[config.mk]
export PLATFORM = sky130hd
export DESIGN_NAME = imageCache
export DESIGN_NICKNAME = d
export VERILOG_FILES = /design/src/logic/spritePkg.sv /design/src/logic/imageCache.sv
export SDC_FILE = /design/constraint.sdc
export NUM_CORES = 2
export LEC_CHECK = 0
export BUFFER_PORTS_ARGS = -buffer_cell sky130_fd_sc_hd__buf_2
export CORE_MARGIN = 2
export CORE_UTILIZATION = 35
export CTS_CLUSTER_SIZE = 30
export DETAILED_ROUTE_END_ITERATION = 8
export HOLD_SLACK_MARGIN = 0.06
export SYNTH_ARGS = -nofsm -noshare
export SYNTH_HDL_FRONTEND = slang
export SYNTH_SLANG_ARGS = --single-unit
export TNS_END_PERCENT = 50
[constraint.sdc]
create_clock -name vclk -period 9.2 [get_ports vclk]
set_clock_uncertainty 0.1 [all_clocks]
set_input_delay 1.84 -clock vclk [delete_from_list [all_inputs] [get_ports vclk]]
set_output_delay 1.84 -clock vclk [all_outputs]
set_load 0.03 [all_outputs]
[src/logic/spritePkg.sv]
package spritePkg;

	// --------------------------------------------------
	// sizes
	// --------------------------------------------------

	// four sprites, two index bits
	localparam int NUM_SPRITES = 4;
	localparam int SPR_IDX_W = 2;

	// sprites are at most 8x8, one 32-bit word per pixel
	localparam int MAX_DIM = 8;
	localparam int CACHE_WORDS = 64;
	localparam int CACHE_ADDR_W = 6;

	// raster counters
	localparam int HCNT_W = 12;
	localparam int VCNT_W = 12;

	// register word address width
	localparam int REG_ADDR_W = 5;

	// pixel in to pixel out, in vclk cycles
	localparam int PIXEL_LATENCY = 3;

	// --------------------------------------------------
	// register map, word addresses
	// --------------------------------------------------

	// per-sprite registers repeat at sprite*4 + offset
	// globals start at 16
	typedef enum logic [REG_ADDR_W-1:0] {
		POS     = 5'd0,
		SIZE    = 5'd1,
		SYSADDR = 5'd2,
		TC      = 5'd3,
		EN      = 5'd16,
		IE      = 5'd17,
		COLL    = 5'd18,
		DT_SET  = 5'd19,
		DT_CLR  = 5'd20
	} regAddr_e;

	// bus master sequencing
	typedef enum logic [1:0] {
		IDLE,
		REQ,
		WAIT_ACK,
		NEXT
	} dmaState_e;

	// --------------------------------------------------
	// shared structs
	// --------------------------------------------------

	// settings of one sprite
	typedef struct packed {
		logic [HCNT_W-1:0] hPos;
		logic [VCNT_W-1:0] vPos;
		logic [2:0]        widthM1;
		logic [2:0]        heightM1;
		logic [23:0]       sysAddr;
		logic [23:0]       tc;
	} spriteCfg_t;

	// column and row of the current pixel
	typedef struct packed {
		logic [HCNT_W-1:0] hCnt;
		logic [VCNT_W-1:0] vCnt;
	} rasterPos_t;

	// registered register port write
	typedef struct packed {
		logic                  stb;
		logic [REG_ADDR_W-1:0] adr;
		logic [31:0]           dat;
	} regWrite_t;

endpackage
[src/logic/imageCache.sv]
`timescale 1ns/1ps

module imageCache import spritePkg::*; (
	input  logic                    vclk,
	input  logic                    we_i,
	input  logic [CACHE_ADDR_W-1:0] wrAdr_i,
	input  logic [31:0]             wrDat_i,
	input  logic [CACHE_ADDR_W-1:0] rdAdr_i,
	output logic [31:0]             rdDat_o
);

	// one word per pixel, row*8 + column
	logic [31:0] mem [CACHE_WORDS];

	// DMA side
	always_ff @(posedge vclk) begin
		if (we_i)
			mem[wrAdr_i] <= wrDat_i;
	end

	// display side, data one cycle after the address
	always_ff @(posedge vclk) begin
		rdDat_o <= mem[rdAdr_i];
	end

endmodule

==> results.md <==
- Status: completed
- Clock buffer count from CTS: just over 200
- Main flop type after synthesis: edfxtp_1
- Layout cell share with drive strength beyond 1: between 30% and 40%
- Longest Clk Path Bufs: 3
- Vias/cell: approximately 5.5
- Placer Congestion: about 0.84
- Hold Crit Depth: 4
- CP Cell Sequence: buf_8, buf_4, buf_4, mux4_2, mux4_2, o22ai_1, nor2_1
- FF+latch count, synth: between 2k and 2.5k
- Worst path bufs/invs: 3
- Family with the most delay on the worst path: buffers and inverters
- Worst Tran Pin Value: approximately 1.3 ns
- CTS tree: yes
- Syn avg cell area: between 20 and 25 um2
- Critical Path Start Type: primary input
- Initial antenna violation count: 19
- Setup bufs post-CTS: 0
- Period utilization: a little over half
- Post-Syn Nets: roughly 3.4k
- H-Tree Depth: 4
- Ys async rst share: 0%
- Mux cell area share after synthesis: around 17%
- Leading cell type in the layout, fill and taps excluded: edfxtp_1
- Hold-fix buffers, CTS: 0
- Type of destination of the critical path: register
- Total global routing overflow: 0
- Tot GR Track Use: 17.9%
- Die Footprint: between 200,000 and 250,000 um2
- RSZ-0062 raised after global routing: no
- Max-cap violations: 0
- Crit path required time: approximately 9.8 ns
- Routed WL: approximately 210,000 um
- Clock Sinks: approximately 2.1k
- Mapped Cells: between 3k and 4k
- Initial DRC count: ~4.6k
- Most frequent cells in the layout: edfxtp_1 (2,048), mux4_2 (544), clkbuf_16 (208), buf_4 (117), mux2i_1 (93)
- Drt drc: 0
- Port buffer count: 77
- Largest net degree at the start of global routing: roughly 110
- Vias in the first global route: between 30k and 40k
- FMAX: slightly above 200 MHz
- Critical path fanouts, max: 53
- Critical Path AT: ~5.5 ns
- # rows: 173
- Hold path endpoint: rdDat_o[20]$_DFF_P_
- Area grow syn2layout: 14.8%
- Die height: 478 um
- DP HPWL: ~110,000 um
- Final WS setup: approximately 4.3 ns
- CP peak stage delay: ~0.64 ns
- Slew HR: between 10% and 20%
- Post-route antenna net violation count: 0
- Power per Cell Area: 222 nW/um2
- Clk_lat worst skew: approximately 0.85 ns
- Yosys synthesis warning count: 0
- Slowest CP cell: o22ai_1
- WS Path Type: primary input to register
- Nets: between 3k and 4k
- DP Worst Slack: about 3.3 ns
- Post-synthesis xor/xnor area fraction: 0%
- Worst vdd ir: between 0.2 and 0.25 mV
- Max-slew violation total from the final report: 0
- Root Driver: clkbuf_16
- First-pass GRT wire length: 289,000 um
- Leakage: roughly 28 nW
- R2R Setup Slk: 6.61 ns
- Mapped Area: about 80,000 um2
- Post-synthesis simple-gate area fraction: roughly 1.3%
- Post-synth EDFFs: between 2k and 2.5k
- R2r endpoint: rdDat_o[11]$_DFF_P_
- Post-synthesis adder-cell area fraction: 0%
- Seq/Total Area, Yosys: slightly below 80%
- Final hold vios: 0
- Post-synthesis compound-gate area fraction: under 10%
- CORE AREA: about 220,000 um2
- Die X-Extent: about 480 um
- Hold slack: approximately 0.66 ns
- Post-cts resize count: 0
- Main combinational cell family by area after synthesis: multiplexers
- Post-synth cell types: 34
- FF-to-FF Start: mem[39][11]$_DFFE_PP_
- Initial Util: about a third
- R2R depth: 5
- First drt pass iteration count: 5
- Vias: 36.9k
- Final setup fails: 0
- I/O pin cnt: between 70 and 80
- Routed length per instance: about 30 um
- Final Critical Period: 4.94 ns
- Fin Setup TNS: 0 ns
- Hold Crit Class: register to register
- Hold_sp: mem[13][20]$_DFFE_PP_
- CTS clk-pin slew, worst paths: around 0.060 ns
==> worst reg2reg max path, cell delays in order, from the launching register on <==
cell      delay [ns]
edfxtp_1        0.36
mux4_2          0.49
o221ai_1        0.19
a21oi_1         0.19
a21oi_1         0.99
nor2_1          0.10
==> per-layer routing <==
| layer | global-route usage [%] | up-vias | routed length, um |
|---|---|---|---|
| met3 | 3.34 | 248 | 16700 |
| met5 | 0 | - | 87 |
| met4 | 5.26 | 14 | 5650 |
| li1 | - | 14736 | - |
| met1 | 25.0 | 20286 | 84000 |
| met2 | 28.6 | 1651 | 99100 |
==> state kept, by name, indices dropped and copies added, names as in the netlist <==
| signal | cells |
|---|---|
| mem | 2048 |
| rdDat_o | 32 |
==> report_power, final <==
part	total [mW]	internal, mW	switching, mW	leakage [nW]
logic	1.01	0.346	0.666	5.67
registers	10.5	10.5	0.0424	18.7
clock network	8.47	4.91	3.56	3.33
total	20.0	15.7	4.27	27.7
==> final cells by class <==
type / instances / area [um2]
clock inverter: 122 / 1300
fill: 19387 / 132000
antenna: 8 / 20.0
tap: 2975 / 3720
multi-input combinational: 1062 / 16000
timing repair buffer: 203 / 1480
sequential: 2080 / 62100
clock buffer: 254 / 5520
==> cell families after synthesis <==
| kind of cell | Yosys count |
|---|---|
| muxes | 637 |
| AOI/OAI and AO/OA | 202 |
| buffers and inverters | 182 |
| DFF | 2080 |
| and+or+nand+nor | 223 |
==> synth_stat cells, drive strengths merged (3+ instances only) <==
master | instances | area share (%)
nand2 | 26 | 0.12
a22oi | 12 | 0.11
nor2 | 137 | 0.65
nand3b | 5 | 0.048
o32ai | 4 | 0.045
or3 | 3 | 0.024
clkbuf | 74 | 0.35
buf | 108 | 0.77
a21oi | 62 | 0.40
nand3 | 5 | 0.032
a41o | 4 | 0.051
a311oi | 8 | 0.089
o22ai | 84 | 0.67
or3b | 5 | 0.056
or2 | 3 | 0.024
o221ai | 27 | 0.30
and3 | 4 | 0.032
edfxtp | 2048 | 78
nand2b | 8 | 0.064
mux2i | 93 | 1.2
nor2b | 15 | 0.12
nor3 | 7 | 0.045
mux4 | 544 | 16
dfxtp | 32 | 0.82
==> through the flow <==
stage / utilization [%] / std cells / total power, mW / cell area, um2
2_1_floorplan: - / 3324 / 11.3 / 78500
3_3_place_gp: 37.4 / 6320 / 11.8 / 83300
3_5_place_dp: 37.4 / 6320 / 11.8 / 83300
4_1_cts: 40.5 / 6696 / 20.2 / 90100
5_1_grt: 40.5 / 6700 / 20.6 / 90100
6_report: 40.5 / 6704 / 20.0 / 90200
==> worst max path at each step <==
| stage | start | endpoint | cells past startpoint |
|---|---|---|---|
| floorplan | wrAdr_i[3] | mem[48][0]$_DFFE_PP_ | 4 |
| global placement | rdAdr_i[0] | rdDat_o[0]$_DFF_P_ | 7 |
| global route | rdAdr_i[0] | rdDat_o[0]$_DFF_P_ | 7 |
| detailed placement | rdAdr_i[0] | rdDat_o[0]$_DFF_P_ | 7 |
| CTS | rdAdr_i[0] | rdDat_o[0]$_DFF_P_ | 7 |
| finish | rdAdr_i[0] | rdDat_o[0]$_DFF_P_ | 7 |
Power figures use the tool's default switching activity.
