### config.mk
export PLATFORM = sky130hd
export DESIGN_NAME = dmaEngine
export DESIGN_NICKNAME = d
export VERILOG_FILES = /design/src/logic/spritePkg.sv /design/src/logic/dmaEngine.sv
export SDC_FILE = /design/constraint.sdc
export NUM_CORES = 1
export LEC_CHECK = 0
export BUFFER_PORTS_ARGS = -buffer_cell sky130_fd_sc_hd__buf_2
export CAP_MARGIN = 20
export CORE_AREA = 5 5 166 168
export CTS_CLUSTER_DIAMETER = 100
export CTS_CLUSTER_SIZE = 10
export DETAILED_ROUTE_END_ITERATION = 8
export DIE_AREA = 0 0 171 173
export REMOVE_ABC_BUFFERS = 1
export SYNTH_ARGS = -nofsm -noshare
export SYNTH_HDL_FRONTEND = slang
export SYNTH_SLANG_ARGS = --single-unit
### constraint.sdc
create_clock -name vclk -period 3.7 [get_ports vclk]
set_clock_uncertainty 0.2 [all_clocks]
set_input_delay 0.185 -clock vclk [delete_from_list [all_inputs] [get_ports vclk]]
set_output_delay 0.185 -clock vclk [all_outputs]
set_load 0.01 [all_outputs]
### src/logic/spritePkg.sv
package spritePkg;

	// --------------------------------------------------
	// sizes
	// --------------------------------------------------

	// four sprites, two index bits
	localparam int NUM_SPRITES = 4;
	localparam int SPR_IDX_W = 2;

	// sprites are at most 8x8, one 32-bit word per pixel
	localparam int MAX_DIM = 8;
	localparam int CACHE_WORDS = 64;
	localparam int CACHE_ADDR_W = 6;

	// raster counters
	localparam int HCNT_W = 12;
	localparam int VCNT_W = 12;

	// register word address width
	localparam int REG_ADDR_W = 5;

	// pixel in to pixel out, in vclk cycles
	localparam int PIXEL_LATENCY = 3;

	// --------------------------------------------------
	// register map, word addresses
	// --------------------------------------------------

	// per-sprite registers repeat at sprite*4 + offset
	// globals start at 16
	typedef enum logic [REG_ADDR_W-1:0] {
		POS     = 5'd0,
		SIZE    = 5'd1,
		SYSADDR = 5'd2,
		TC      = 5'd3,
		EN      = 5'd16,
		IE      = 5'd17,
		COLL    = 5'd18,
		DT_SET  = 5'd19,
		DT_CLR  = 5'd20
	} regAddr_e;

	// bus master sequencing
	typedef enum logic [1:0] {
		IDLE,
		REQ,
		WAIT_ACK,
		NEXT
	} dmaState_e;

	// --------------------------------------------------
	// shared structs
	// --------------------------------------------------

	// settings of one sprite
	typedef struct packed {
		logic [HCNT_W-1:0] hPos;
		logic [VCNT_W-1:0] vPos;
		logic [2:0]        widthM1;
		logic [2:0]        heightM1;
		logic [23:0]       sysAddr;
		logic [23:0]       tc;
	} spriteCfg_t;

	// column and row of the current pixel
	typedef struct packed {
		logic [HCNT_W-1:0] hCnt;
		logic [VCNT_W-1:0] vCnt;
	} rasterPos_t;

	// registered register port write
	typedef struct packed {
		logic                  stb;
		logic [REG_ADDR_W-1:0] adr;
		logic [31:0]           dat;
	} regWrite_t;

endpackage
### src/logic/dmaEngine.sv
`timescale 1ns/1ps

module dmaEngine import spritePkg::*; (
	input  logic                         vclk,
	input  logic                         rst_i,
	input  logic [NUM_SPRITES-1:0]       trigger_i,
	input  spriteCfg_t [NUM_SPRITES-1:0] cfg_i,
	input  logic                         dma_ack_i,
	input  logic [31:0]                  dma_dat_i,
	output logic                         dma_cyc_o,
	output logic [31:0]                  dma_adr_o,
	output logic [NUM_SPRITES-1:0]       cacheWe_o,
	output logic [CACHE_ADDR_W-1:0]      cacheAdr_o,
	output logic [31:0]                  cacheDat_o,
	output logic                         dmaDone_o,
	output logic [SPR_IDX_W-1:0]         dmaOwner_o
);

	dmaState_e state;
	logic [SPR_IDX_W-1:0] pick;
	logic [SPR_IDX_W-1:0] owner;
	logic [CACHE_ADDR_W-1:0] wordCnt;
	logic lastWord;
	logic ackTaken;

	// fixed priority, lowest pending index wins
	always_comb begin
		pick = '0;
		for (int i = NUM_SPRITES - 1; i >= 0; i--) begin
			if (trigger_i[i])
				pick = SPR_IDX_W'(i);
		end
	end

	assign lastWord = (wordCnt == CACHE_ADDR_W'(CACHE_WORDS - 1));
	assign ackTaken = (state == WAIT_ACK) && dma_ack_i;

	// done is seen in the same cycle as NEXT so the trigger bit
	// is already clear when IDLE looks again
	assign dmaDone_o = (state == NEXT) && lastWord;
	assign dmaOwner_o = owner;

	// --------------------------------------------------
	// bus master FSM
	// --------------------------------------------------

	always_ff @(posedge vclk) begin
		if (rst_i) begin
			state <= IDLE;
			dma_cyc_o <= 1'b0;
		end else begin
			case (state)
				IDLE: begin
					if (|trigger_i)
						state <= REQ;
				end
				REQ: begin
					dma_cyc_o <= 1'b1;
					state <= WAIT_ACK;
				end
				// cyc held until the ack is sampled
				WAIT_ACK: begin
					if (dma_ack_i) begin
						dma_cyc_o <= 1'b0;
						state <= NEXT;
					end
				end
				NEXT: state <= lastWord ? IDLE : REQ;
				default: state <= IDLE;
			endcase
		end
	end

	// owner, word count and address
	always_ff @(posedge vclk) begin
		case (state)
			IDLE: begin
				owner <= pick;
				wordCnt <= '0;
			end
			// word i sits at sysAddr*256 + 4i
			REQ: dma_adr_o <= {cfg_i[owner].sysAddr, wordCnt, 2'b00};
			NEXT: wordCnt <= wordCnt + 1'b1;
			default: ;
		endcase
	end

	// --------------------------------------------------
	// cache write, one cycle after the ack
	// --------------------------------------------------

	always_ff @(posedge vclk) begin
		if (rst_i)
			cacheWe_o <= '0;
		else
			cacheWe_o <= ackTaken ? (NUM_SPRITES'(1) << owner) : '0;
	end

	always_ff @(posedge vclk) begin
		if (ackTaken) begin
			cacheAdr_o <= wordCnt;
			cacheDat_o <= dma_dat_i;
		end
	end

endmodule

==> results.md <==
Setup path
- **Critical Path Sink Type** primary output
- **capture point of the critical path** dmaDone_o
- **data required time at the worst endpoint** 3310 ps
- **Max FO, Critical Path** 5
- **number of cells on the worst reg-to-reg path** 5
- **Slowest Stage Delay on Critical Path** 470 ps
- **critical register-to-register path startpoint** state[0]$_SDFFE_PP0P_
- **Crit path buffers/inverters** 1
- **Arr. time, crit path** 1640 ps
- **capture point of the worst reg-to-reg path** cacheDat_o[1]$_DFFE_PP_
- **critical path launch point** wordCnt[0]$_SDFFCE_PN0P_
- **master of the slowest instance on the critical path** edfxtp_1
- **crit path launch type** flip-flop
- **list of cells traversed by the critical path** ha_1 > and3_1 > nand3_1 > nor2_1 > buf_2
- **crit-path leading delay family** flip-flops
- **FF-to-FF setup slack** 1750 ps
- **path type of the worst setup path** reg -> out
- **cell count along the critical path** 5

Job
- **count of max-cap constraint violations** 0

Logic synthesis
- **number of storage elements in the synthesis netlist** 83
- **cell area after synthesis** 3340 µm²
- **cells taking the most area after synthesis** edfxtp_1 68%, mux4_2 15%, dfxtp_1 4.2%
- **cell taking the most area after synthesis** edfxtp_1
- **predominant post-synthesis flop cell** edfxtp_1
- **count of mapped cells out of synthesis** 164
- **fraction of synthesized cell area taken by the top area cell type** 68.3%
- **synthesized area per cell** 20.4 µm²
- **top-count cell post-synth** edfxtp_1
- **sequential area share after synthesis** 72.5%
- **number of enable-type register cells in the synthesized netlist** 76
- **yosys warns** 0
- **synth cell count leaders** 76 x edfxtp_1, 23 x mux4_2, 12 x nor2_1
- **FFs w/ async S/R, synth** 0%
- **post-synthesis cell type count** 28

Place
- **last weighted congestion value of the routability-driven placer** 0.774
- **Post-DP HPWL** 11000 µm
- **post-detailed-placement cell area** 4770 µm²
- **port bufs** 210
- **pre-CTS WS** 1750 ps

Clock tree
- **worst-skew pair later-pin latency** 340 ps
- **clock tree from TritonCTS** yes
- **post-CTS setup buffer count** 0
- **maximum clock insertion buffer count** 2
- **clock-pin slew reported for the worst setup and hold paths after clock tree synthesis** 70 ps
- **htree depth** 3
- **total CTS buffers** 9
- **Root Buffer Master** clkbuf_16
- **Sink Count** 83

Global route
- **overflow left after global routing** 0
- **first-pass GRT wire length** 18500 µm
- **via count of the first global-routing pass** 2722
- **pin count of the biggest net entering global routing** 39
- **All-Layer GR Usage** 8.90%
- **initial antenna violation count** 7

STA
- **fraction of the cycle the final worst path needs** 54.6%
- **count of final hold-check violations** 0
- **final number of max-transition violations** 0
- **slew at the pin with the worst max-slew slack** 888 ps
- **RSZ-0062 raised after global routing** false
- **setup TNS** 0 ps
- **Setup violations, final** 0
- **worst slew margin relative to its limit** 40.8%
- **achievable frequency** 0.495 GHz
- **worst-case setup margin in the final layout** 1680 ps
- **worst hold slack after final layout** 31.1 ps
- **shortest period the worst path allows** 2020 ps

Power
- **P_leak** 2.19 nW
- **power density normalized to cell area** 614 nW/µm²
- **largest vdd supply drop** 0.000391 V

Routing
- **first-pass detailed-route iteration total** 4
- **antenna-violating nets left** 0
- **total via count after detailed routing** 2570
- **drc violations** 0
- **routed wire length per instance** 17.9 µm
- **First DRT Iteration DRCs** 140
- **routed wire length** 13600 µm
- **number of vias per cell after detailed routing** 3.38

Final layout
- **share of final-layout standard cells stronger than drive strength 1** 59.6%
- **area growth from synthesis to layout** 62.1%
- **area of all placed cells without fillers** 5420 µm²
- **layout net count** 774

Die
- **number of placed I/O pins** 429
- **die area** 29600 µm²
- **Die Ht** 173 µm
- **FP Rows** 59
- **Std-Cell Core Area** 25800 µm²
- **Starting Density** 13.0%
- **width of the chip** 171 µm

Hold path
- **Hold Crit Depth** 2
- **type of the tightest min-delay check** in -> reg

Status
- **result of the run** complete, no violations

[through the flow]
stage               power (mW)  std cells  util (%)
floorplan                 2.00        157         -
global placement          2.47        706      18.5
detailed placement        2.50        706      18.5
CTS                       3.41        758      21.0
global route              3.52        761      21.0
finish                    3.33        761      21.0
[registers in the layout, indices dropped and copies added (netlist names)]
register    count
dma_adr_o      30
cacheDat_o     32
dma_cyc_o       1
cacheWe_o       4
state           2
wordCnt         6
dmaOwner_o      2
cacheAdr_o      6
[timing repair]
| action | 4_1_cts | 5_1_grt |
|---|---|---|
| gates resized for setup | 0 | 0 |
| endpoints found under the hold margin | 41 | 0 |
| hold buffers | 36 | 0 |
[where the power goes]
group          leakage (nW)  internal (mW)  total [mW]  switching [mW]
registers             0.771           1.36        1.48           0.120
logic                  1.29          0.442       0.991           0.549
clock network         0.129          0.474       0.859           0.385
total                  2.19           2.28        3.33            1.05
[layout by cell type (no fill, tap or decap), drive strengths merged, types with 2 or more instances in the layout]
| cell type | count |
|---|---|
| diode | 3 |
| buf | 214 |
| inv | 7 |
| a21oi | 4 |
| clkinvlp | 2 |
| conb | 2 |
| xnor2 | 3 |
| nand3 | 2 |
| clkbuf | 12 |
| dfxtp | 7 |
| nand2 | 2 |
| mux4 | 24 |
| ha | 5 |
| dlygate4sd3 | 36 |
| nor4b | 2 |
| nor2 | 12 |
| edfxtp | 76 |
| clkinv | 2 |
[routing by layer]
metal / GRT usage, % / wire length (µm) / vias to the layer above
li1: - / - / 1171
met1: 11.4 / 5860 / 1236
met2: 13.4 / 5990 / 138
met3: 4.18 / 1550 / 17
met4: 2.48 / 179 / 8
met5: 0 / 44 / -
[cell families after synthesis]
| family | Yosys count | share of synthesized area (%) |
|---|---|---|
| other | 1 | 0.112 |
| XOR/XNOR | 4 | 1.05 |
| buffers and inverters | 15 | 3.03 |
| adder cells (fa/ha/maj) | 5 | 1.87 |
| AO/OA/AOI/OAI | 6 | 1.12 |
| multiplexers | 25 | 16.6 |
| flip-flops | 83 | 72.5 |
| AND/OR/NAND/NOR | 25 | 3.78 |
[how the worst min path moves through the flow]
| stage | endpoint | slack, ps | from |
|---|---|---|---|
| CTS | dma_adr_o[11]$_DFFE_PP_ | 10 | cfg_i[261] |
| global placement | cacheDat_o[1]$_DFFE_PP_ | 160 | dma_dat_i[1] |
| global route | dma_adr_o[11]$_DFFE_PP_ | 10 | cfg_i[183] |
| floorplan | dma_cyc_o$_SDFFE_PP0P_ | 60 | rst_i |
| detailed placement | cacheDat_o[29]$_DFFE_PP_ | 160 | dma_dat_i[29] |
| finish | dma_adr_o[11]$_DFFE_PP_ | 30 | cfg_i[261] |
[final cells by class]
cell class | count | area, µm²
Antenna cell | 3 | 7.51
Clock buffer | 12 | 246
Clock inverter | 4 | 28.8
Fill cell | 2749 | 20300
Inverter | 7 | 26.3
Multi-Input combinational cell | 67 | 826
Sequential cell | 83 | 2420
Tap cell | 335 | 419
Timing Repair Buffer | 250 | 1440
Note: power is estimated with default switching activity, not from simulation.
