## src/logic/spritePkg.sv

```systemverilog
package spritePkg;

	// --------------------------------------------------
	// sizes
	// --------------------------------------------------

	// four sprites, two index bits
	localparam int NUM_SPRITES = 4;
	localparam int SPR_IDX_W = 2;

	// sprites are at most 8x8, one 32-bit word per pixel
	localparam int MAX_DIM = 8;
	localparam int CACHE_WORDS = 64;
	localparam int CACHE_ADDR_W = 6;

	// raster counters
	localparam int HCNT_W = 12;
	localparam int VCNT_W = 12;

	// register word address width
	localparam int REG_ADDR_W = 5;

	// pixel in to pixel out, in vclk cycles
	localparam int PIXEL_LATENCY = 3;

	// --------------------------------------------------
	// register map, word addresses
	// --------------------------------------------------

	// per-sprite registers repeat at sprite*4 + offset
	// globals start at 16
	typedef enum logic [REG_ADDR_W-1:0] {
		POS     = 5'd0,
		SIZE    = 5'd1,
		SYSADDR = 5'd2,
		TC      = 5'd3,
		EN      = 5'd16,
		IE      = 5'd17,
		COLL    = 5'd18,
		DT_SET  = 5'd19,
		DT_CLR  = 5'd20
	} regAddr_e;

	// bus master sequencing
	typedef enum logic [1:0] {
		IDLE,
		REQ,
		WAIT_ACK,
		NEXT
	} dmaState_e;

	// --------------------------------------------------
	// shared structs
	// --------------------------------------------------

	// settings of one sprite
	typedef struct packed {
		logic [HCNT_W-1:0] hPos;
		logic [VCNT_W-1:0] vPos;
		logic [2:0]        widthM1;
		logic [2:0]        heightM1;
		logic [23:0]       sysAddr;
		logic [23:0]       tc;
	} spriteCfg_t;

	// column and row of the current pixel
	typedef struct packed {
		logic [HCNT_W-1:0] hCnt;
		logic [VCNT_W-1:0] vCnt;
	} rasterPos_t;

	// registered register port write
	typedef struct packed {
		logic                  stb;
		logic [REG_ADDR_W-1:0] adr;
		logic [31:0]           dat;
	} regWrite_t;

endpackage
```

## src/logic/pixelMixer.sv

```systemverilog
`timescale 1ns/1ps

module pixelMixer import spritePkg::*; (
	input  logic                             vclk,
	input  logic                             rst_i,
	input  logic [31:0]                      zrgb_i,
	input  logic                             blank_i,
	input  logic [NUM_SPRITES-1:0]           spriteDe_i,
	input  logic [NUM_SPRITES-1:0][31:0]     pixel_i,
	input  spriteCfg_t [NUM_SPRITES-1:0]     cfg_i,
	input  logic [NUM_SPRITES-1:0]           enable_i,
	input  logic                             irqEnable_i,
	input  logic                             collClear_i,
	output logic [31:0]                      zrgb_o,
	output logic                             irq_o,
	output logic [NUM_SPRITES-1:0]           collMask_o
);

	logic [PIXEL_LATENCY-2:0][31:0] zrgbPipe;
	logic [PIXEL_LATENCY-2:0] blankPipe;
	logic [NUM_SPRITES-1:0] active;
	logic [SPR_IDX_W-1:0] winner;
	logic multiHit;
	logic [NUM_SPRITES-1:0] coll;

	// video in delayed to meet the cache data
	always_ff @(posedge vclk) begin
		zrgbPipe[0] <= zrgb_i;
		blankPipe[0] <= blank_i;
		for (int k = 1; k < PIXEL_LATENCY - 1; k++) begin
			zrgbPipe[k] <= zrgbPipe[k-1];
			blankPipe[k] <= blankPipe[k-1];
		end
	end

	// --------------------------------------------------
	// active mask and priority
	// --------------------------------------------------

	// enabled, inside the window, and not the transparent color
	always_comb begin
		for (int i = 0; i < NUM_SPRITES; i++) begin
			active[i] = enable_i[i] & spriteDe_i[i] & (pixel_i[i][23:0] != cfg_i[i].tc);
		end
	end

	// lowest index on top
	always_comb begin
		winner = '0;
		for (int i = NUM_SPRITES - 1; i >= 0; i--) begin
			if (active[i])
				winner = SPR_IDX_W'(i);
		end
	end

	// more than one bit set
	assign multiHit = |(active & (active - 1'b1));

	// blank forces black, else sprite, else pass through
	always_ff @(posedge vclk) begin
		if (blankPipe[PIXEL_LATENCY-2])
			zrgb_o <= '0;
		else if (|active)
			zrgb_o <= {8'h00, pixel_i[winner][23:0]};
		else
			zrgb_o <= zrgbPipe[PIXEL_LATENCY-2];
	end

	// --------------------------------------------------
	// collision register and interrupt
	// --------------------------------------------------

	// accumulates until a COLL write
	// a collision in the clear cycle reloads instead
	always_ff @(posedge vclk) begin
		if (rst_i) begin
			coll <= '0;
			irq_o <= 1'b0;
		end else if (multiHit) begin
			if (coll == '0 || collClear_i) begin
				coll <= active;
				irq_o <= irqEnable_i;
			end else begin
				coll <= coll | active;
			end
		end else if (collClear_i) begin
			coll <= '0;
			irq_o <= 1'b0;
		end
	end

	assign collMask_o = coll;

endmodule

```

## config.mk

```make
export PLATFORM = sky130hd
export DESIGN_NAME = pixelMixer
export DESIGN_NICKNAME = d
export VERILOG_FILES = /design/src/logic/spritePkg.sv /design/src/logic/pixelMixer.sv
export SDC_FILE = /design/constraint.sdc
export NUM_CORES = 1
export LEC_CHECK = 0
export ABC_AREA = 1
export BUFFER_PORTS_ARGS = -buffer_cell sky130_fd_sc_hd__buf_2
export CORE_AREA = 2 2 204 206
export CTS_CLUSTER_SIZE = 16
export DETAILED_ROUTE_END_ITERATION = 8
export DIE_AREA = 0 0 206 208
export PLACE_DENSITY = 0.41
export SLEW_MARGIN = 20
export SYNTH_ARGS = -nofsm -noshare
export SYNTH_HDL_FRONTEND = slang
export SYNTH_SLANG_ARGS = --single-unit
```

## constraint.sdc

```tcl
create_clock -name vclk -period 1.9 [get_ports vclk]
set_input_delay 0.095 -clock vclk [delete_from_list [all_inputs] [get_ports vclk]]
set_output_delay 0.095 -clock vclk [all_outputs]
set_load 0.03 [all_outputs]
```

==> results.md, run 1 <==
- Status: completed
- Number of port buffers: approximately 270
- Cell area after synthesis: about 0.0050 mm^2
- Overall Power: roughly 0.006 W
- Fillers: about 4600
- # IOs: 522
- Detail Route Antenna Nets: 0
- Core ar.: just over 0.04 mm^2
- Overflow after GRT: 0
- Antenna violations before repair: 9
- Vias in the first global route: just under 6000
- Final Critical Period: approximately 1.8 ns
- GRT Total Usage: around 12%
- Critical Path RT: around 2.2 ns
- Most common cell after layout, fill and taps aside: buf_2
- Max_cap viols: 0
- # rows: 74
- Layout cells sized above 1: 39.9%
- R2R setup slack: 0.75 ns
- P&R area growth vs syn: 73.4%
- PwrDens: between 600 and 700 mW/mm^2
- Clock buffer depth: 2
- Setup tns final: 0 ns
- Initial drt markers: 267
- Most frequent cells in the layout: buf_2, nand2_1, nand3_1
- Yosys top cell by area: dfxtp_1
- # nets final: 1592
- Fin. max-slew vios: 0
- Share of the synthesized area in the top cell type: 41.4%
- CTS Root Cell: clkbuf_16
- Fmax: roughly 570 MHz
- Full die area: about 0.043 mm^2
- R2R depth: 5
- CTS H-tree depth: 3
- Clock Latency Late Sink: 0.37 ns
- Least-Margin Pin Slew: ~0.33 ns
- Synthesized Nets: between 1000 and 1500
- Starting Density: between 10% and 20%
- CTS buffer count: 9
- Vias: approximately 5700
- RSZ-0062 raised after global routing: yes
- Post-Syn Instances: slightly above 700
- Synth warnings: 0
- CTS Sinks: 103
- Non-filler cells in the finished layout: between 1500 and 2000
- Placed cell count: between 1500 and 2000
- Crit. Startpoint: pixel_i[23]
- Post-DR wirelength/cell: 15.2 um
- Sequential cell area: just over 0.002 mm^2
- Setup bufs post-CTS: 0
- Syn Area/Cell: 7.08 um^2
- Hold Crit Class: primary input to flip-flop
- Fin util: a little over a fifth
- TritonCTS clock tree: done
- Routability congestion estimate: slightly above 0.8
- DP Worst Slack: -0.856 ns
- Final Cycle Share: slightly above 90%
- Setup violators final: 0
- R2r endpoint: zrgb_o[22]$_SDFF_PP0_
- Setup ws final: 0.140 ns
- Flops & latches, synth: approximately 100
- Area taken by multi-input logic gates: between 0.002 and 0.003 mm^2
- Clock slew at reported path FFs: around 0.10 ns
- Synth area leaders: dfxtp_1, nand3_1, nand2_1, xnor2_1, inv_1
- Clk_skew: between 0.02 and 0.03 ns
- Worst setup path class: primary input to flip-flop
- Pleak: 4.50 nW
- Worst VDD drop: ~0.44 mV
- Largest net degree at the start of global routing: 49
- Routed vias/inst: ~3.5
- Crit path DAT: 2.03 ns
- Worst setup SP type: primary input
- Die width: slightly above 200 um
- WL final: 25.1 mm
- Count of final hold-check violations: 0
- Die Ht: between 200 and 250 um
- Worst slew margin: 77.8%
- DP HPWL: about 21 mm
- First-pass GRT wire length: around 36 mm
- CP endpoint kind: flip-flop
- CP max FO: 24
- Crit path to: zrgb_o[6]$_SDFF_PP0_
- DR pass1 iterations: 4
- Yosys cell types: 22
- Worst R2R Start: blankPipe[1]$_DFF_P_
- Seq/Total Area, Yosys: between 40% and 50%
- # DRC: 0
per-stage QoR:
step | hold slack [ns] | instance area, um^2
floorplan | 0.123 | 4980
global placement | 0.199 | 7830
detailed placement | 0.199 | 7830
CTS | 0.0343 | 8570
global route | 0.0696 | 8630
finish | 0.0617 | 8640
metal layers:
layer | up-vias | share of wire [%] | GRT usage, %
met5 | - | 0.19 | 0
met4 | 8 | 0.79 | 2.14
met2 | 207 | 40 | 16.7
met3 | 16 | 6.6 | 2.84
met1 | 2525 | 53 | 17.3
li1 | 2980 | - | -
cell families after synthesis:
| group | count (synthesis) | synth area share, % |
|---|---|---|
| AND/OR/NAND/NOR | 374 | 32.3 |
| buffers and inverters | 134 | 10.9 |
| flip-flops | 103 | 41.4 |
| XOR/XNOR | 70 | 12.3 |
| AO/OA/AOI/OAI | 23 | 3.14 |
final cells by class:
| class | instances | area share [%] |
|---|---|---|
| clock inverter | 7 | 0.985 |
| antenna | 4 | 0.116 |
| timing repair buffer | 417 | 30.8 |
| clock buffer | 9 | 2.61 |
| sequential | 103 | 23.9 |
| tap | 532 | 7.70 |
| multi-input combinational | 467 | 29.2 |
| inverter | 109 | 4.74 |
timing repair:
| action | 4_1_cts | 5_1_grt |
|---|---|---|
| hold buffers | 34 | 0 |
| pin swaps | 5 | 3 |
| hold endpoints to repair | 37 | 0 |
| endpoints found under the setup margin | 36 | 31 |
| gates resized for setup | 22 | 17 |
worst min path at each step:
| stage | start | endpoint | slack [ns] | cells past startpoint |
|---|---|---|---|---|
| 3_5_place_dp | zrgb_i[9] | zrgbPipe[9]$_DFF_P_ | 0.20 | 1 |
| 3_3_place_gp | zrgb_i[7] | zrgbPipe[7]$_DFF_P_ | 0.20 | 1 |
| 2_1_floorplan | blank_i | blankPipe[0]$_DFF_P_ | 0.12 | 0 |
| 4_1_cts | collClear_i | collMask_o[3]$_SDFFE_PP0P_ | 0.03 | 4 |
| 5_1_grt | collClear_i | collMask_o[2]$_SDFFE_PP0P_ | 0.07 | 4 |
| 6_report | collClear_i | collMask_o[3]$_SDFFE_PP0P_ | 0.06 | 4 |
registers in the layout, indices dropped and copies added (netlist names):
| name | cells |
|---|---|
| blankPipe | 2 |
| collMask_o | 4 |
| irq_o | 1 |
| zrgbPipe | 64 |
| zrgb_o | 32 |
synth_stat cells (all sizes together):
master    n
nand2   153
nand3   128
inv     109
dfxtp   103
nor2     79
xnor2    48
xor2     22
o21ai    18
buf      16
nand4    12
clkbuf    9
a21oi     5
nor4      1
or2       1
power breakdown:
| part | leakage, nW | internal [W] | switching [W] | total [W] |
|---|---|---|---|---|
| Clock | 0.146 | 0.000943 | 0.00103 | 0.00197 |
| Combinational | 3.49 | 0.000721 | 0.000869 | 0.00159 |
| Sequential | 0.863 | 0.00230 | 0.0000402 | 0.00234 |
| Total | 4.50 | 0.00397 | 0.00194 | 0.00590 |
worst max-delay path: stages:
cell and delay [ns]:
buf_2 0.13, xnor2_2 0.21, nand4_1 0.17, nor2_4 0.16
buf_4 0.13, nand3_2 0.07, nand2_4 0.15, nand2_4 0.08
nor2_4 0.17, buf_12 0.21, nand3_1 0.19, nand3_1 0.14
o21ai_0 0.09
No activity file was read; power rests on OpenSTA's default activity.
==> run 2: changes to the inputs <==
--- a/config.mk
+++ b/config.mk
@@ -11,7 +11,9 @@
 export CTS_CLUSTER_SIZE = 16
 export DETAILED_ROUTE_END_ITERATION = 8
 export DIE_AREA = 0 0 206 208
+export HOLD_SLACK_MARGIN = 0.15
 export PLACE_DENSITY = 0.41
+export RECOVER_POWER = 100
 export SLEW_MARGIN = 20
 export SYNTH_ARGS = -nofsm -noshare
 export SYNTH_HDL_FRONTEND = slang
==> run 2 against run 1 <==
Design area decreased by 0.16%. Sequential power about the same. Power is 0.24% lower. Critical path type unchanged. Highest routed layer unchanged.
==> results.md, run 2 (synthesized netlist as in run 1, its figures left out) <==
- Worst VDD drop: roughly 0.44 mV
- Met1 usage: between 10% and 20%
- Largest register by flop count: zrgbPipe
- Least-Margin Pin Slew: ~0.57 ns
- Hold Crit Class: primary input to flip-flop
- CTS H-tree depth: 3
- Die width: 206 um
- Vias in the first global route: 5813
- Count of final hold-check violations: 0
- Worst setup SP type: primary input
- Pleak: 4.36 nW
- Max_cap viols: 0
- CP max FO: 10
- Clock buffer depth: 2
- Antenna violations before repair: 9
- Overall Power: approximately 0.0059 W
- Clk_skew: about 0.028 ns
- Number of port buffers: around 270
- Crit path to: zrgb_o[22]$_SDFF_PP0_
- GRT Total Usage: between 10% and 20%
- Final Critical Period: around 1.8 ns
- R2R depth: 5
- Status: completed
- Layout cells sized above 1: a little over a third
- Most frequent cells in the layout: buf_2, nand2_1, nand3_1
- Most common cell after layout, fill and taps aside: buf_2
- TritonCTS clock tree: done
- Fillers: approximately 4600
- Full die area: about 0.043 mm^2
- Die Ht: about 210 um
- Initial drt markers: between 200 and 250
- # DRC: 0
- Worst slew margin: between 60% and 70%
- CP endpoint kind: flip-flop
- Starting Density: 12.3%
- Hold_sp: pixel_i[3]
- Overflow after GRT: 0
- Vias: 5744
- P&R area growth vs syn: 73.2%
- Placed cell count: roughly 1600
- Setup violators final: 0
- Fin. max-slew vios: 0
- Crit path DAT: around 2.0 ns
- Worst setup path class: primary input to flip-flop
- PwrDens: ~680 mW/mm^2
- Fmax: 559 MHz
- Critical Path RT: roughly 2.2 ns
- Busiest layer in global routing: met1
- DR pass1 iterations: 5
- CTS buffer count: 9
- Detail Route Antenna Nets: 0
- # nets final: 1596
- Max reg flops: between 60 and 70
- Met2 Usage GRT: ~17%
- # IOs: ~520
- First-pass GRT wire length: approximately 36 mm
- Routed vias/inst: 3.48
- Core ar.: approximately 0.04 mm^2
- R2R setup slack: 0.75 ns
- Routability congestion estimate: approximately 0.83
- Worst R2R Start: blankPipe[1]$_DFF_P_
- R2r endpoint: zrgb_o[22]$_SDFF_PP0_
- Hold_ws: 0.168 ns
- WL final: around 25 mm
- Non-filler cells in the finished layout: roughly 1700
- Final Cycle Share: between 90% and 100%
- DP HPWL: roughly 21 mm
- Crit. Startpoint: cfg_i[178]
- # rows: 74
- Setup bufs post-CTS: 0
- Post-DR wirelength/cell: about 15 um
- CTS Root Cell: clkbuf_16
- Setup tns final: 0 ns
- Routing usage on met3: under 10%
- Clock slew at reported path FFs: about 0.10 ns
- CTS Sinks: approximately 100
- Clock Latency Late Sink: 0.38 ns
- RSZ-0062 raised after global routing: yes
- Largest net degree at the start of global routing: 49
## run 2: cell types whose count changed in the layout (fill, tap and decap cells not counted)
cell / change
diode_2: -1
clkbuf_1: +41
dlygate4sd3_1: +4
buf_2: -41
## run 2: final cells by class
type / instances / area (um^2) / area share [%]
clock inverter: 7 / 85.1 / 0.986
sequential: 103 / 2060 / 23.9
timing repair buffer: 421 / 2650 / 30.8
clock buffer: 9 / 225 / 2.61
multi-input combinational: 467 / 2520 / 29.2
tap: 532 / 666 / 7.72
inverter: 109 / 409 / 4.74
antenna: 3 / 7.51 / 0.0870
## run 2: worst min-delay path by stage
stage	cells past startpoint	endpoint	slack, ns
after floorplan	0	blankPipe[0]$_DFF_P_	0.12
after global placement	1	zrgbPipe[7]$_DFF_P_	0.20
after detailed placement	1	zrgbPipe[9]$_DFF_P_	0.20
after CTS	7	zrgb_o[3]$_SDFF_PP0_	0.15
after global routing	5	zrgb_o[18]$_SDFF_PP0_	0.19
final	7	zrgb_o[3]$_SDFF_PP0_	0.17
## run 2: through the flow
stage,worst slack [ns],util [%],cell area (um^2)
after floorplan,0.334,-,4980
after global placement,-0.831,19.3,7830
after detailed placement,-0.856,19.3,7830
after CTS,0.0249,21.2,8610
after global routing,-0.00344,21.3,8620
final,0.111,21.3,8630
## run 2: repair_timing
action | CTS | global route
hold buffers | 38 | 0
hold endpoints to repair | 38 | 0
resized for setup | 22 | 17
setup endpoints to repair | 36 | 31
pin swaps | 5 | 3
## run 2: power breakdown
part / leakage [nW] / switching [W] / internal, W
Clock: 0.146 / 0.00103 / 0.000943
Sequential: 0.863 / 0.0000415 / 0.00230
Combinational: 3.35 / 0.000869 / 0.000705
## run 2: metal layers
metal | vias to the layer above | share of wire [%]
met3 | 19 | 7.1
met5 | - | 0.19
met2 | 218 | 40
met4 | 8 | 0.99
met1 | 2514 | 52
li1 | 2985 | -
## run 2: worst max-delay path: stages
cell	delay, ns
buf_2	0.11
xor2_1	0.15
nor2_1	0.11
nand2_1	0.08
nor2_2	0.15
buf_4	0.13
nand3_1	0.06
nand2_1	0.10
buf_4	0.11
nand2_1	0.10
nor2_4	0.20
buf_4	0.14
nor2_2	0.05
buf_12	0.16
buf_4	0.13
nand3_2	0.08
o21ai_1	0.07
